## src/include/ooo_consts.svh

```systemverilog
`ifndef OOO_CONSTS_SVH
`define OOO_CONSTS_SVH

// datapath and register file
`define XLEN        32
`define NUM_REGS    32
`define REG_AW      5

// reorder buffer, depth is 2**TAG_W
`define ROB_DEPTH   8
`define TAG_W       3

// load cycle plus one quotient bit per cycle
`define DIV_CYCLES  33

// major opcodes
`define OPC_OP      7'b0110011
`define OPC_OP_IMM  7'b0010011

// funct7 values
`define F7_MULDIV   7'b0000001
`define F7_ALT      7'b0100000  // sub, sra, srai

`endif

```

## src/hw/ooo_pkg.sv

```systemverilog
`include "ooo_consts.svh"

package ooo_pkg;

    typedef struct packed {
        logic [6:0]         funct7;
        logic [`REG_AW-1:0] rs2;
        logic [`REG_AW-1:0] rs1;
        logic [2:0]         funct3;
        logic [`REG_AW-1:0] rd;
        logic [6:0]         opcode;
    } r_view_t;

    typedef struct packed {
        logic [11:0]        imm12;
        logic [`REG_AW-1:0] rs1;
        logic [2:0]         funct3;
        logic [`REG_AW-1:0] rd;
        logic [6:0]         opcode;
    } i_view_t;

    // same word, register or immediate layout
    typedef union packed {
        r_view_t r;
        i_view_t i;
    } inst_u;

    typedef enum logic [1:0] {
        UNIT_ALU,
        UNIT_MUL,
        UNIT_DIV
    } unit_e;

    typedef enum logic [3:0] {
        ALU_ADD,
        ALU_SUB,
        ALU_SLL,
        ALU_SLT,
        ALU_SLTU,
        ALU_XOR,
        ALU_SRL,
        ALU_SRA,
        ALU_OR,
        ALU_AND
    } alu_op_e;

    typedef struct packed {
        logic               valid;
        logic [`TAG_W-1:0]  tag;
        unit_e              unit;
        logic [3:0]         op;    // alu_op_e, or funct3 for mul/div
        logic [`XLEN-1:0]   a;
        logic [`XLEN-1:0]   b;
        logic [`REG_AW-1:0] rd;
    } uop_t;

    typedef struct packed {
        logic              valid;
        logic [`TAG_W-1:0] tag;
        logic [`XLEN-1:0]  value;
    } result_t;

    typedef struct packed {
        logic               valid;
        logic [`REG_AW-1:0] rd;
        logic [`XLEN-1:0]   value;
    } commit_t;

endpackage

```

## src/hw/issue_decode.sv

```systemverilog
`timescale 1ns/1ns
`include "ooo_consts.svh"

module issue_decode import ooo_pkg::*; (
    input  logic               clk,
    input  logic               arst_n,
    input  inst_u              inst,
    input  logic               inst_valid,
    output logic               inst_ready,
    output logic [`REG_AW-1:0] rs1_addr,
    output logic [`REG_AW-1:0] rs2_addr,
    input  logic [`XLEN-1:0]   rs1_data,
    input  logic [`XLEN-1:0]   rs2_data,
    input  logic [`TAG_W-1:0]  alloc_tag,
    input  logic               rob_full,
    input  logic               div_busy,
    output logic               alloc,
    output logic [`REG_AW-1:0] alloc_rd,
    output uop_t               alu_uop,
    output uop_t               md_uop,
    input  commit_t            commit
);

    logic                 is_op;
    logic                 is_imm;
    logic                 is_md;
    logic                 is_div;
    logic                 hazard;
    logic                 fire;
    logic [`REG_AW-1:0]   dest;
    logic [`XLEN-1:0]     imm;
    logic [`NUM_REGS-1:0] busy;
    alu_op_e              alu_op;
    uop_t                 uop_d;
    uop_t                 uop_q;
    logic                 alu_vld_q;
    logic                 md_vld_q;

    assign is_op  = inst.r.opcode == `OPC_OP;
    assign is_imm = inst.i.opcode == `OPC_OP_IMM;
    assign is_md  = is_op && inst.r.funct7 == `F7_MULDIV;
    assign is_div = is_md && inst.r.funct3[2];
    assign dest   = (is_op || is_imm) ? inst.r.rd : '0;  // anything else retires to x0
    assign imm    = {{(`XLEN-12){inst.i.imm12[11]}}, inst.i.imm12};

    assign rs1_addr = inst.r.rs1;
    assign rs2_addr = inst.r.rs2;

    // busy[0] never sets, so x0 never stalls
    assign hazard = ((is_op || is_imm) && busy[inst.r.rs1])
                  || (is_op && busy[inst.r.rs2])
                  || busy[dest];

    assign inst_ready = !rob_full && !(inst_valid && (hazard || (is_div && div_busy)));
    assign fire       = inst_valid && inst_ready;
    assign alloc      = fire;
    assign alloc_rd   = dest;

    always_comb begin
        case (inst.r.funct3)
            3'b000:  alu_op = (is_op && inst.r.funct7 == `F7_ALT) ? ALU_SUB : ALU_ADD;
            3'b001:  alu_op = ALU_SLL;
            3'b010:  alu_op = ALU_SLT;
            3'b011:  alu_op = ALU_SLTU;
            3'b100:  alu_op = ALU_XOR;
            3'b101:  alu_op = (inst.r.funct7 == `F7_ALT) ? ALU_SRA : ALU_SRL; // srai too
            3'b110:  alu_op = ALU_OR;
            default: alu_op = ALU_AND;
        endcase
        if (!(is_op || is_imm)) begin
            alu_op = ALU_ADD;  // no-op, 0 + 0
        end
    end

    always_comb begin
        uop_d.valid = 1'b1;
        uop_d.tag   = alloc_tag;
        uop_d.unit  = is_md ? (is_div ? UNIT_DIV : UNIT_MUL) : UNIT_ALU;
        uop_d.op    = is_md ? {1'b0, inst.r.funct3} : alu_op;
        uop_d.a     = (is_op || is_imm) ? rs1_data : '0;
        uop_d.b     = is_op ? rs2_data : (is_imm ? imm : '0);
        uop_d.rd    = dest;
    end

    always_ff @(posedge clk or negedge arst_n) begin
        if (!arst_n) begin
            busy      <= '0;
            alu_vld_q <= 1'b0;
            md_vld_q  <= 1'b0;
        end else begin
            if (commit.valid) begin
                busy[commit.rd] <= 1'b0;
            end
            if (fire && dest != '0) begin
                busy[dest] <= 1'b1;
            end
            alu_vld_q <= fire && !is_md;
            md_vld_q  <= fire && is_md;
        end
    end

    // one issue per cycle, so both units share the payload
    always_ff @(posedge clk) begin
        if (fire) begin
            uop_q <= uop_d;
        end
    end

    always_comb begin
        alu_uop       = uop_q;
        alu_uop.valid = alu_vld_q;
        md_uop        = uop_q;
        md_uop.valid  = md_vld_q;
    end

endmodule

```

## config.mk

```make
export PLATFORM = sky130hd
export DESIGN_NAME = issue_decode
export DESIGN_NICKNAME = d
export VERILOG_FILES = /design/src/hw/ooo_pkg.sv /design/src/hw/issue_decode.sv
export VERILOG_INCLUDE_DIRS = /design/src /design/src/include
export SDC_FILE = /design/constraint.sdc
export NUM_CORES = 1
export LEC_CHECK = 0
export ABC_AREA = 0
export BUFFER_PORTS_ARGS = -buffer_cell sky130_fd_sc_hd__buf_4
export CAP_MARGIN = 20
export CELL_PAD_IN_SITES_DETAIL_PLACEMENT = 0
export CELL_PAD_IN_SITES_GLOBAL_PLACEMENT = 1
export CORE_ASPECT_RATIO = 1.25
export CORE_UTILIZATION = 35
export CTS_CLUSTER_SIZE = 30
export DETAILED_ROUTE_END_ITERATION = 16
export PLACE_DENSITY_LB_ADDON = 0.25
export RECOVER_POWER = 50
export SYNTH_ARGS = -nofsm -noshare
export SYNTH_HDL_FRONTEND = slang
export SYNTH_SLANG_ARGS = --single-unit
export TNS_END_PERCENT = 5
```

## constraint.sdc

```tcl
create_clock -name clk -period 11.3 [get_ports clk]
set_clock_uncertainty 0.05 [all_clocks]
set_input_delay 2.26 -clock clk [delete_from_list [all_inputs] [get_ports clk]]
set_output_delay 2.26 -clock clk [all_outputs]
set_load 0.03 [all_outputs]
```

Word-level counts from Yosys, hierarchy flattened
Cells that the tools add are included.
{"block": "classes", "n_lt_le_gt_ge": 6, "n_eq_ne": 10, "mux": 21, "n_bitwise": 4, "reduce_logical": 24}
{"cell": "$mux 32", "n": 4}
{"cell": "$and 32x32->32", "n": 1}
{"cell": "$not 32->32", "n": 1}
{"cell": "$or 32x32->32", "n": 1}
{"cell": "$pmux 4 s7", "n": 1}
{"cell": "$lt 5x6->1 const B", "n": 4}
{"cell": "$bmux 1 s5", "n": 3}
{"cell": "$eq 7x6->1 const B", "n": 2}
{"cell": "$logic_and 1x1->1", "n": 14}
{"cell": "$demux 1 s5", "n": 2}
{"cell": "$ge 5x1->1 const B", "n": 2}
{"cell": "$eq 3x3->1 const B", "n": 3}
{"cell": "$eq 7x1->1 const B", "n": 1}
{"cell": "$eq 7x5->1 const B", "n": 1}
{"cell": "$mux 1", "n": 7}
{"cell": "$eq 3x2->1 const B", "n": 2}
{"cell": "$mux 3", "n": 2}
{"cell": "$mux 5", "n": 1}
{"cell": "$reduce_bool 5->1", "n": 1}
{"cell": "$logic_or 1x1->1", "n": 4}
{"cell": "$eq 3x1->1 const B", "n": 1}
{"cell": "$logic_not 1->1", "n": 3}
{"cell": "$logic_not 3->1", "n": 1}
{"cell": "$mux 2", "n": 1}
{"cell": "2 further kinds", "n": 2}
{"block": "word_totals", "register_bits": 112, "in_bits": 142, "output_inout_bits": 175}

Logic depth before layout (Yosys ltp)
Gate-level depths: netlist of the first run.
{"block": "depth", "ltp_word": 13, "ltp_mapped": 9}

Worst setup path before layout of the first run
No wires, ideal clock.
{"block": "synth_timing", "path_kind": "input to output", "startpoint": "in inst[21] (netlist bit)", "endpoint": "out alloc", "t_arrival_ns": 7.533, "setup_slack_ns": 1.457, "stages": 8, "n_path_buf": 2, "path_cell_list": "buf_6 mux4_1 mux4_2 nor3b_4 nor2_4 buf_6 nand2_2 nor2_1"}
{"block": "synth_via", "elab_chain_len": 10}
{"element": "from (decl)", "line_no": "issue_decode.sv:7", "rtl": "input inst_u inst,"}
{"element": "$bmux 1 s5", "line_no": "issue_decode.sv:51", "rtl": "|| (is_op && busy[inst.r.rs2])"}
{"element": "$mux 1 (not written as such)", "line_no": "issue_decode.sv:51"}
{"element": "$logic_and 1x1->1", "line_no": "issue_decode.sv:51"}
{"element": "$logic_or 1x1->1", "line_no": "issue_decode.sv:51"}
{"element": "$logic_or 1x1->1", "line_no": "issue_decode.sv:52", "rtl": "|| busy[dest];"}
{"element": "$logic_or 1x1->1", "line_no": "issue_decode.sv:54", "rtl": "assign inst_ready = !rob_full && !(inst_valid && (hazard || (is_div && div_busy)));"}
{"element": "$logic_and 1x1->1", "line_no": "issue_decode.sv:54"}
{"element": "$logic_not 1->1", "line_no": "issue_decode.sv:54"}
{"element": "$logic_and 1x1->1", "line_no": "issue_decode.sv:54"}
{"element": "$logic_and 1x1->1", "line_no": "issue_decode.sv:55", "rtl": "assign fire = inst_valid && inst_ready;"}
{"element": "to (decl)", "line_no": "issue_decode.sv:17", "rtl": "output logic alloc,"}
No other way between the ends. The select of a mux whose other input is x is not followed.

Final worst setup path of the first run
{"block": "layout_timing", "startpoint": "in inst[6] (netlist bit)", "endpoint": "out alloc"}
{"block": "layout_via", "elab_chain_len": 11, "word_cells_on_any_way": 18, "cone_classes": "2 x eq/ne; 3 x mux; 13 x reduce/logical"}
{"element": "$eq 7x6->1 (no line) / $eq 7x5->1 (equally long branches)"}
{"element": "$logic_or 1x1->1", "line_no": "issue_decode.sv:43, issue_decode.sv:50"}
{"element": "$mux 5", "line_no": "issue_decode.sv:43", "rtl": "assign dest = (is_op || is_imm) ? inst.r.rd : '0;"}
{"element": "$bmux 1 s5", "line_no": "issue_decode.sv:52"}
{"element": "$mux 1 (not written as such)", "line_no": "issue_decode.sv:52"}
{"element": "$logic_or 1x1->1", "line_no": "issue_decode.sv:52"}
{"element": "$logic_or 1x1->1 *", "line_no": "issue_decode.sv:54"}
{"element": "$logic_and 1x1->1 *", "line_no": "issue_decode.sv:54"}
{"element": "$logic_not 1->1 *", "line_no": "issue_decode.sv:54"}
{"element": "$logic_and 1x1->1 *", "line_no": "issue_decode.sv:54"}
{"element": "$logic_and 1x1->1 *", "line_no": "issue_decode.sv:55"}
Mark *: on every way between the ends. The rest lies on a longest branch, timed or not. The select of a mux whose other input is x is not followed.

==> results.md, run 1 <==
Synth:
- The cell type with the highest aggregate area in the netlist is sky130_fd_sc_hd__edfxtp_1.
- Synthesis produced a netlist with a net count of 696.
- The number of flops mapped to enable cells by yosys is 78.
- The distinct cell type count after synthesis is 56.
- Sequential elements use 50.0% of the synthesized area.
- The post-synthesis average cell area is 11.5 sq um.
- Counting flops and latches in the post-synthesis netlist gives 112.
- During synthesis, Yosys emitted a total of 0 warnings.
- For this run, the leading register cell type out of synthesis is sky130_fd_sc_hd__edfxtp_1.
- By area the synthesized netlist is led by sky130_fd_sc_hd__edfxtp_1, sky130_fd_sc_hd__dfrtp_1, sky130_fd_sc_hd__buf_4.
- Of the post-synthesis cell area, the dominant cell type holds 36.7%.
- In the post-synthesis netlist, the cell with the most instances is sky130_fd_sc_hd__buf_4.
- The cell count after synthesis is 554.
- For this run, asynchronously set or reset flops after synthesis account for 30.4%.
- The cell area after synthesis is 6380 sq um.
- The commonest cells after synthesis are sky130_fd_sc_hd__buf_4, sky130_fd_sc_hd__edfxtp_1, sky130_fd_sc_hd__and3_1.

Final layout:
- The number of antenna diodes is 0.
- In the final layout, the share of cells above drive strength 1 is 29.2%.
- The net count of the finished layout is 862.
- The area overhead of the layout relative to synthesis is 21.7%.
- The final non-filler cell total is 949.

Routing:
- The first detailed-routing pass ran for 5 iterations.
- For this block, the routed nets add up to 19,600 um of wire.
- The routed length per placed instance is 20.7 um.
- The iteration-0 DRC count of the detailed router is 436.
- The count of antenna-violating nets left after detailed routing is 0.
- The detail-routed via count per cell is 5.33.
- The total via count after detailed routing is 5,062.
- The remaining routing DRC violations is 0.

Worst setup path:
- The top fanout value on the critical path is 79.
- The worst setup path is of the in -> out kind.
- The worst setup path is captured at an output port.
- The startpoint class of the critical path is an input pin.
- The worst endpoint required time is 8990 ps.
- Data on the critical path arrives at its endpoint at 6690 ps.

Global routing:
- The global-route wire length before repair is 28,600 um.
- The overall overflow remaining after global route is 0.
- Global routing consumed, over all layers together, 20.4% of the routing resources.
- The number of antenna violations at the first check in global routing was 0.
- Entering global routing, the biggest net connects 80 pins.
- The via count of the first global-routing pass is 4,836.

Placed design:
- The detailed placer's ending HPWL is 14,500 um.
- Routability-driven placement finished with a final weighted congestion of 0.854.
- The cell count after placement is 933.
- During placement, the flow inserted port buffers numbering 284.
- Before CTS, the worst setup slack after placement is 3280 ps.

Hold path:
- The classification of the worst-slack hold path is reg -> reg.

Die:
- The floorplan step defined a die boundary enclosing 18,800 sq um.
- For this design the top-level I/O count stands at 317.
- The standard cell core area is 17,600 sq um.
- The floorplan step set the die height to 153 um.
- The width of the die is 123 um.
- Row generation in the floorplan step produced 54 rows.
- The initial standard-cell utilization of the core is 36.2%.

Clock network:
- After clock tree synthesis, the repair step resized 0 gates.
- The number of buffers created by CTS is 9.
- The TritonCTS clock tree is done.
- The maximum count of clock buffers along a single path is 2.
- For this design, the sink count on the clock tree is 112.
- Clock latency on the worst-skew pair, taken at its later pin, is 350 ps.
- In this run the clock root is driven by a sky130_fd_sc_hd__clkbuf_16.
- After clock tree synthesis, the clock-pin slew on the worst setup and hold paths is 80 ps.
- Buffers inserted to repair hold after CTS numbered 0.
- In this run the number of H-tree levels came out at 3.
- The number of buffers inserted to repair setup after CTS is 0.

Power and ir drop:
- The power share of the clock group is 34.6%.
- The switching power as a share of total power is 29.8%.
- The internal power component is 0.692 mW.
- The power after layout is 0.985 mW.
- The analysis attributes to cell leakage a power of 3.28 nW.
- The areal power density over the cells is 127 nW/um^2.
- The reported net switching power is 0.293 mW.
- Per report_power, the combinational group accounts for 18.0% of the total.
- The worst IR drop on VDD is 0.0000571 V.
- Per report_power, the sequential group accounts for 47.4% of the total.

Timing:
- The number of endpoints failing setup at the final stage is 0.
- For this run, the top clock speed supported by timing is 0.111 GHz.
- Hold is met by 532 ps.
- For the pin with the worst max-slew slack, the measured transition is 1930 ps.
- Setup repair after global routing left no endpoint under its margin.
- The worst path uses 79.6% of the clock period.
- The hold violation count in the final report was 0.
- The final setup slack of the worst path is 2300 ps.
- The number of max-slew violations in the final report came to 79.
- The shortest clock period the worst path allows after layout is 9000 ps.
- Setup total negative slack on the finished layout was measured at 0 ps.
- The normalized max-slew margin is -28.6%.

Run:
- The count of max-cap constraint violations is 2.

Run status:
- The checks that failed: capacitance limit, slew limit.
- The flow ran to the end, but the final reports show violations.
-- layout by cell type (no fill, tap or decap), drive strengths merged, types with 6 or more instances in the layout --
master	n
nand3b	6
inv	10
nand4	13
clkbuf	142
nand2	13
o21ai	69
nor2	27
mux4	23
edfxtp	78
and3	39
nand3	28
buf	156
nor3	8
a21o	21
mux2i	16
dfrtp	34
-- flip-flops by register name, indices dropped and copies added (netlist names) --
signal     flops
alu_uop       78
alu_vld_q      1
busy          32
md_vld_q       1
-- power by group through the flow --
stage | combinational [mW] | clock (mW) | sequential [mW]
final | 0.177 | 0.340 | 0.467
after global routing | 0.187 | 0.358 | 0.470
after CTS | 0.199 | 0.345 | 0.468
after detailed placement | 0.199 | 0 | 0.477
after global placement | 0.198 | 0 | 0.477
after floorplan | 0.0938 | 0 | 0.508
-- cell families (layout without fill, tap and decap cells) --
| kind of cell | count (synthesis) | after routing | share of synthesized area (%) |
|---|---|---|---|
| AOI/OAI and AO/OA | 108 | 108 | 10.5 |
| buffers and inverters | 140 | 311 | 14.6 |
| and+or+nand+nor | 153 | 153 | 13.7 |
| muxes | 41 | 41 | 11.2 |
| DFF | 112 | 112 | 50.0 |
-- worst paths after layout --
kind / from / end / slack [ps] / cells past startpoint
worst max-delay path: inst[6] / alloc / 2300 / 10
worst min-delay path: busy[1] / busy[1] / 530 / 2
worst max register to register: busy[8] / alu_uop[2] / 7500 / 7
worst min register to register: busy[1] / busy[1] / 530 / 2
max in group asynchronous: arst_n / md_vld_q / 7700 / 1
min in group asynchronous: arst_n / busy[23] / 2390 / 1
-- metal layers --
| metal | up-vias | wire length (um) | GRT usage [%] |
|---|---|---|---|
| met3 | 22 | 1640 | 4.10 |
| met5 | - | 0 | 0 |
| met2 | 270 | 10600 | 37.0 |
| li1 | 2292 | - | - |
| met1 | 2478 | 7130 | 23.8 |
| met4 | 0 | 261 | 6.04 |
-- cell type report --
cell class / count / area (sq um)
inverter: 6 / 22.5
sequential: 112 / 3190
multi-input combinational: 302 / 2270
clock inverter: 7 / 90.1
clock buffer: 9 / 225
timing repair buffer: 289 / 1690
tap: 224 / 280
fill: 1789 / 9870
-- metrics by stage --
stage	area (sq um)	utilization, %
detailed placement	7930	45.0
CTS	8250	46.8
floorplan	6380	-
finish	7760	44.0
global placement	7930	45.0
global route	7760	44.0
-- worst max-delay path: stages --
cell	delay, ps
sky130_fd_sc_hd__clkbuf_4	100
sky130_fd_sc_hd__and4b_1	240
sky130_fd_sc_hd__clkbuf_1	1210
sky130_fd_sc_hd__nand2_1	870
sky130_fd_sc_hd__o21ai_0	350
sky130_fd_sc_hd__o311a_1	220
sky130_fd_sc_hd__nand3_1	160
sky130_fd_sc_hd__nor2_4	130
sky130_fd_sc_hd__buf_4	770
sky130_fd_sc_hd__buf_4	300
(Power assumes the default switching activity.)
==> run 2: changes to the inputs <==
==> constraint.sdc (replaced) <==
create_clock -name clk -period 9.2 [get_ports clk]
set_clock_uncertainty 0.05 [all_clocks]
set_input_delay 1.84 -clock clk [delete_from_list [all_inputs] [get_ports clk]]
set_output_delay 1.84 -clock clk [all_outputs]
set_load 0.03 [all_outputs]
==> run 2 against run 1 <==
Effect of this change: the run still ends with capacitance limit, slew limit left; critical path type unchanged; final area decreased by 1.9%; setup slack improved by 14 ps; flip-flop and latch count unchanged; sequential power increased by 23%.
==> results.md, run 2 (same netlist as run 1, synthesis figures left out) <==
Hold path:
- The classification of the worst-slack hold path is reg -> reg.

Timing:
- For this run, the top clock speed supported by timing is 0.145 GHz.
- The number of max-slew violations in the final report is 35.
- The normalized max-slew margin is -26.5%.
- Setup violations remaining at the end of the flow were counted as 0.
- Setup repair after global routing left no endpoint under its margin.
- The final setup slack of the worst path is 2320 ps.
- The transition time at the pin with the least slew margin is 1900 ps.
- The share of the clock period used by the worst path is 74.8%.
- The final sum of negative setup slack is 0 ps.
- The shortest clock period the worst path allows after layout is 6880 ps.
- The hold violation count in the final report is 0.

Routing:
- Summed over all layers, the routed wires come to 19,900 um.
- The detail route stage leaves a number of antenna-violating nets equal to 0.
- The topmost layer with routed signal wires is met4.
- The detailed router finished its first iteration with 470 violations.
- The routed length per placed instance is 20.9 um.
- For this run, the detailed router's first-pass iteration total came to 4.
- The detail-routed via count per cell is 5.32.
- The total routed wire length on the met1 layer is 7320 um.
- In the routed design, unresolved DRC markers number 0.
- Detailed routing placed a total of 10,500 um of wire on met2.
- The total via count after detailed routing is 5,044.
- Wire segments on met3 add up to 1630 um in the final route.

Placed design:
- Routability-driven placement finished with a final weighted congestion of 0.895.
- The worst setup timing slack at the placement stage is 2320 ps.
- After legalization and detailed placement, the total HPWL measured 14,900 um.
- The cell count after placement is 933.
- The placed instances occupy a cell area of 7930 sq um.
- The number of port buffers is 284.

Clock network:
- The H-tree was split into 3 levels.
- The number of gates resized after CTS was 0.
- Clock tree synthesis selected as its root buffer the cell sky130_fd_sc_hd__clkbuf_16.
- TritonCTS built the clock tree.
- The hold buffer count at CTS is 0.
- The clock passes through at most 2 buffers.
- The later pin in the worst-skew pair is clocked with a latency of 360 ps.
- The register clock-pin slew on the reported worst setup and hold paths is 80 ps.
- In this run, CTS created clock tree buffers numbering 9.
- The number of setup buffers added after CTS is 0.
- The TritonCTS sink count is 112.

Global routing:
- After global routing the overflow that remains totals 0.
- The total track usage is 20.8%.
- The number of antenna violations at the first check in global routing is 0.
- The first global-routing pass estimated 29,200 um of wire.
- The via count of the first global-routing pass is 4,835.
- Entering global routing, the biggest net connects 79 pins.

Final layout:
- The number of fillers in the final layout is 1,831.
- In the layout the commonest cells are sky130_fd_sc_hd__clkbuf_1, sky130_fd_sc_hd__buf_4, sky130_fd_sc_hd__edfxtp_1.
- The number of antenna diodes in the final layout is 0.
- The core occupancy in the finished layout is 43.2%.
- With fillers left out, the area of the finished cells amounts to 7610 sq um.
- The library cell used most frequently in the layout, excluding fill and tap cells, is sky130_fd_sc_hd__clkbuf_1.
- The net count of the finished layout is 862.
- The fraction of final layout cells sized beyond drive strength 1 is 24.7%.
- The final non-filler cell total is 949.
- The area growth from synthesis to layout is 19.3%.
- The register with the most flip-flops in the layout has 78 of them.

Die:
- The die area is 18,800 sq um.
- The core region is 17,600 sq um.
- The width of the die is 123 um.
- The initial standard-cell utilization of the core is 36.2%.
- The floorplan has 54 rows.
- 317 I/O pins were placed.
- Measured along the y axis, the die boundary spans 153 um.

Worst setup path:
- The signal on the critical path passes through clkbuf_4 -> and4b_1 -> and2_1 -> nand2_1 -> o311a_1 -> nand3_1 -> buf_4 -> o22ai_1 -> buf_4.
- Data on the critical path arrives at its endpoint at 4990 ps.
- The largest stage delay on the critical path is 590 ps.
- On the critical path the largest part of the delay comes from simple AND/OR/NAND/NOR gates.
- STA puts the critical path data required time at 7310 ps.
- The critical path is of the in -> out type.
- The cell with the largest stage delay on the worst path is sky130_fd_sc_hd__nand3_1.
- The number of buffers and inverters on the critical path is 3.
- The worst setup path is launched from an input pin.
- The nature of the critical path endpoint is an output port.
- By instance count, the cell type seen most on the critical path is sky130_fd_sc_hd__buf_4.
- Of all nets on the critical path, the largest fanout is 20.

Run:
- The tool flagged a number of max-cap violations equal to 1.

Power and ir drop:
- Per report_power, the sequential group accounts for 48.7% of the total.
- The areal power density over the cells is 155 nW/um^2.
- Internal power comes to 0.813 mW.
- Net switching is 30.9% of the power.
- Across the VDD grid, the largest voltage drop is 0.0000716 V.
- Per report_power, the clock group accounts for 33.2% of the total.
- Combinational cells account for 18.0% of the total power.
- The reported net switching power is 0.364 mW.
- The static leakage is 3.15 nW.

Run status:
- The final reports fail on capacitance limit, slew limit.
- The flow ran to the end, but the final reports show violations.
## run 2: cell types whose count changed in the layout (fill, tap and decap cells not counted), sizes merged
cell / delta
buf: -32
bufinv: -1
clkbuf: +32
clkinvlp: +2
inv: -1
## run 2: metrics by stage
stage	power, mW	hold slack (ps)
detailed placement	0.831	499
finish	1.18	523
CTS	1.21	521
global route	1.21	538
global placement	0.829	488
floorplan	0.739	433
## run 2: path summary, 6_finish.rpt
path / end / depth (start not counted) / startpoint / slack [ps]
setup reg to reg: alu_uop[36] / 7 / busy[0] / 5410
setup / recovery: inst_ready / 9 / inst[6] / 2320
min in group asynchronous: busy[2] / 1 / arst_n / 1950
hold reg to reg: busy[1] / 2 / busy[1] / 520
hold / removal: busy[1] / 2 / busy[1] / 520
max in group asynchronous: busy[25] / 1 / arst_n / 6060
## run 2: per-layer routing
metal / global-route usage, % / vias to the layer above
met5: 0 / -
met4: 7.08 / 0
met3: 3.73 / 29
met2: 37.4 / 247
met1: 24.4 / 2468
li1: - / 2300
## run 2: final cells by class
cell class | instances | area [sq um] | area share (%)
tap | 224 | 280 | 3.68
clock inverter | 7 | 58.8 | 0.772
timing repair buffer | 289 | 1570 | 20.6
multi-input combinational | 302 | 2270 | 29.8
clock buffer | 9 | 225 | 2.96
sequential | 112 | 3190 | 41.9
inverter | 6 | 22.5 | 0.296
## run 2: power by group through the flow
stage	clock, mW	sequential [mW]	combinational (mW)
finish	0.391	0.574	0.212
global route	0.414	0.577	0.223
CTS	0.393	0.575	0.245
detailed placement	0	0.586	0.245
global placement	0	0.585	0.244
floorplan	0	0.623	0.115
## run 2: worst register-to-register path: cells and delay by family (launching register included)
family	cells	cell delay (ps)
simple gates	4	1090
mux	2	1000
buf+inv	1	790
flops	1	440
==> run 3: changes to the inputs <==
--- a/config.mk
+++ b/config.mk
@@ -12,7 +12,7 @@
 export CELL_PAD_IN_SITES_DETAIL_PLACEMENT = 0
 export CELL_PAD_IN_SITES_GLOBAL_PLACEMENT = 1
 export CORE_ASPECT_RATIO = 1.25
-export CORE_UTILIZATION = 35
+export CORE_UTILIZATION = 31
 export CTS_CLUSTER_SIZE = 30
 export DETAILED_ROUTE_END_ITERATION = 16
 export PLACE_DENSITY_LB_ADDON = 0.25
==> constraint.sdc (replaced) <==
create_clock -name clk -period 5.95 [get_ports clk]
set_clock_uncertainty 0.05 [all_clocks]
set_input_delay 1.19 -clock clk [delete_from_list [all_inputs] [get_ports clk]]
set_output_delay 1.19 -clock clk [all_outputs]
set_load 0.03 [all_outputs]
==> run 3 against run 2 <==
Effect of this change: setup slack got worse by 1500 ps; clock power increased by 64%; the run still ends with capacitance limit, slew limit left; hold slack improved by 3.2 ps; core utilization decreased by 4.1 points; via count decreased by 1.1%; sequential share of layout area decreased by 1.4 points; first-iteration DRC count decreased by 25%; clock-buffer cell count unchanged; critical path type unchanged.
==> results.md, run 3 (same netlist as run 1, synthesis figures left out) <==
Run status:
- The flow ran to the end, but the final reports show violations.
- The final reports fail on capacitance limit, slew limit.

Power and ir drop:
- The share of total power dissipated in the clock network is 34.3%.
- Power comes to 1.87 mW.
- The reported net switching power is 0.555 mW.
- The switching power as a share of total power is 29.7%.
- The worst IR drop on VDD is 0.000136 V.
- Internal power comes to 1.31 mW.
- The areal power density over the cells is 237 nW/um^2.
- The analysis attributes to cell leakage a power of 3.33 nW.
- Per report_power, the sequential group accounts for 47.5% of the total.
- Combinational logic is responsible for 18.2% of the overall power.

Routing:
- In the routed design, unresolved DRC markers number 0.
- The first detailed-routing pass took 4 iterations.
- The total via count after detailed routing is 4,989.
- The wire length reported by the detailed router is 20,000 um.
- The iteration-0 DRC count of the detailed router is 352.
- The count of nets left with antenna violations once routing finished came out at 0.
- After detailed routing, the number of vias per cell comes to 5.00.
- The routed length per placed instance is 20.0 um.

Die:
- The floorplan step defined a die boundary enclosing 21,200 sq um.
- The die is 162 um tall.
- The initial standard-cell utilization of the core is 31.6%.
- The row count is 58.
- The width of the die is 130 um.
- The top-level I/O count is 317.
- The floorplan step defined a core boundary enclosing 20,200 sq um.

Final layout:
- The register with the most flip-flops in the layout has 78 of them.
- The area overhead of the layout relative to synthesis is 23.4%.
- The repair_antennas step left the layout with diodes totalling 0.
- The core occupancy in the finished layout is 39.0%.
- The fraction of final layout cells sized beyond drive strength 1 is 30.9%.
- The filler cells instantiated in the layout total 2,107.
- The most common cell after layout, fill and taps aside is sky130_fd_sc_hd__buf_4.
- Leaving out fill and tap cells, the most frequent cells in the layout are sky130_fd_sc_hd__buf_4, sky130_fd_sc_hd__clkbuf_1, sky130_fd_sc_hd__edfxtp_1.
- At the end of the flow, the number of nets in the layout was 865.

Clock network:
- The H-tree generated during clock tree synthesis spans 3 levels.
- The register clock-pin slew on the reported worst setup and hold paths is 80 ps.
- The number of gates resized after cts is 0.
- The clock tree root buffer cell is sky130_fd_sc_hd__clkbuf_16.
- No sink is reached through more buffers than the 2 on the longest clock path.
- The number of buffers inserted to repair setup after CTS is 0.
- In this run, post-CTS hold repair placed 0 buffers.
- The later-pin clock latency in the skew report is 350 ps.
- The TritonCTS sink count is 112.
- The TritonCTS clock tree is done.
- The number of buffers created by CTS is 9.

Worst setup path:
- By instance count, the cell type seen most on the critical path is sky130_fd_sc_hd__buf_4.
- The kind of cell adding the most delay to the critical path is simple AND/OR/NAND/NOR gates.
- The worst endpoint required time is 4710 ps.
- The number of buffers and inverters on the critical path is 4.
- The worst setup path is launched from an input pin.
- The critical path goes through clkbuf_4 -> and4b_1 -> buf_4 -> and2_1 -> nand2_1 -> o311a_1 -> nand3_1 -> buf_4 -> o22ai_1 -> buf_4.
- The launch point of the worst reg-to-reg path is busy[8].
- The path type of the worst setup path is in -> out.
- The arrival time of data at the critical path endpoint is 3870 ps.
- The cell with the largest stage delay on the worst path is sky130_fd_sc_hd__and2_1.
- In this run the critical register-to-register path is captured at alu_uop[15].
- The cell count of the worst reg-to-reg path is 7.
- STA classifies the critical path endpoint as an output port.
- The largest stage delay on the critical path is 460 ps.
- The register-to-register setup slack is 2710 ps.
- The top fanout value on the critical path is 40.

Timing:
- The worst hold slack across all endpoints is 526 ps.
- In this run the tightest slew margin relative to its limit is -29.9%.
- The hold violation count in the final report came to 0.
- The number of max-slew violations in the final report is 35.
- In the final timing run, aggregate negative setup slack is 0 ps.
- Setup violations remaining at the end of the flow were counted as 0.
- After layout, the minimum clock period comes to 5110 ps.
- Timing would allow up to 0.196 GHz.
- In the post-route analysis, the smallest setup slack over all paths is 841 ps.
- Setup repair after global routing left no endpoint under its margin.
- The share of the clock period used by the worst path is 85.9%.
- For the pin with the worst max-slew slack, the measured transition is 1950 ps.

Hold path:
- The path with the worst hold slack has its endpoint at busy[18].
- The startpoint identified for the worst hold timing path is busy[18].
- Counting instances, the worst hold path has a depth of 2.
- In this run the worst hold path is classified as reg -> reg.

Run:
- The count of max-cap constraint violations is 1.

Global routing:
- The number of antenna violations at the first check in global routing is 0.
- The overall overflow remaining after global route is 0.
- The first global-routing pass estimated 28,700 um of wire.
- The via count of the first global-routing pass was 4,860.
- Global routing consumed, over all layers together, 18.4% of the routing resources.
- The maximum number of pins on one net before global-route repair is 79.

Placed design:
- The number of port buffers is 284.
- After legalization and detailed placement, the total HPWL measured 15,100 um.
- Routability-driven placement finished with a final weighted congestion of 0.834.
- OpenSTA, run right after detailed placement, puts the worst setup slack at 892 ps.
==> run 3: changes by cell type in the layout (fill, tap and decap cells not counted), sizes merged <==
cell and delta:
buf +44, clkbuf -41, clkinvlp -2, bufinv +1
inv +1
==> run 3: stage by stage <==
stage	std cells	area [sq um]
6_report	998	7870
5_1_grt	998	7870
4_1_cts	998	8320
3_5_place_dp	982	8010
3_3_place_gp	982	8010
2_1_floorplan	554	6390
==> run 3: how the worst max path moves through the flow <==
stage | startpoint | endpoint | slack [ps] | depth (start not counted)
global route | inst[6] | inst_ready | 760 | 10
floorplan | inst[21] | alloc | 570 | 8
global placement | inst[6] | inst_ready | 940 | 10
detailed placement | inst[6] | inst_ready | 890 | 10
finish | inst[6] | inst_ready | 840 | 10
CTS | inst[6] | inst_ready | 880 | 10
==> run 3: layout make-up <==
cell class	count	area [sq um]	area share, %
multi-input combinational	302	2270	28.8
sequential	112	3190	40.6
inverter	6	22.5	0.286
clock buffer	9	225	2.86
tap	270	338	4.29
clock inverter	7	81.3	1.03
timing repair buffer	292	1750	22.2
==> run 3: worst reg2reg max path, delay by kind of cell, from the launching register on <==
| kind | cells | cell delay [ps] |
|---|---|---|
| buffers and inverters | 1 | 790 |
| flip-flops | 1 | 450 |
| multiplexers | 2 | 1010 |
| AND/OR/NAND/NOR | 4 | 540 |
==> run 3: power groups by stage <==
stage	sequential [mW]	clock [mW]	combinational [mW]
floorplan	0.962	0	0.179
global placement	0.906	0	0.378
detailed placement	0.907	0	0.379
CTS	0.890	0.656	0.379
global route	0.893	0.678	0.360
finish	0.888	0.640	0.341
==> run 3: layer usage <==
| layer | vias up | routed length (um) | track usage [%] |
|---|---|---|---|
| li1 | 2303 | - | - |
| met2 | 221 | 10600 | 33.7 |
| met1 | 2441 | 7480 | 21.0 |
| met5 | - | 0 | 0 |
| met3 | 24 | 1520 | 3.94 |
| met4 | 0 | 350 | 5.50 |
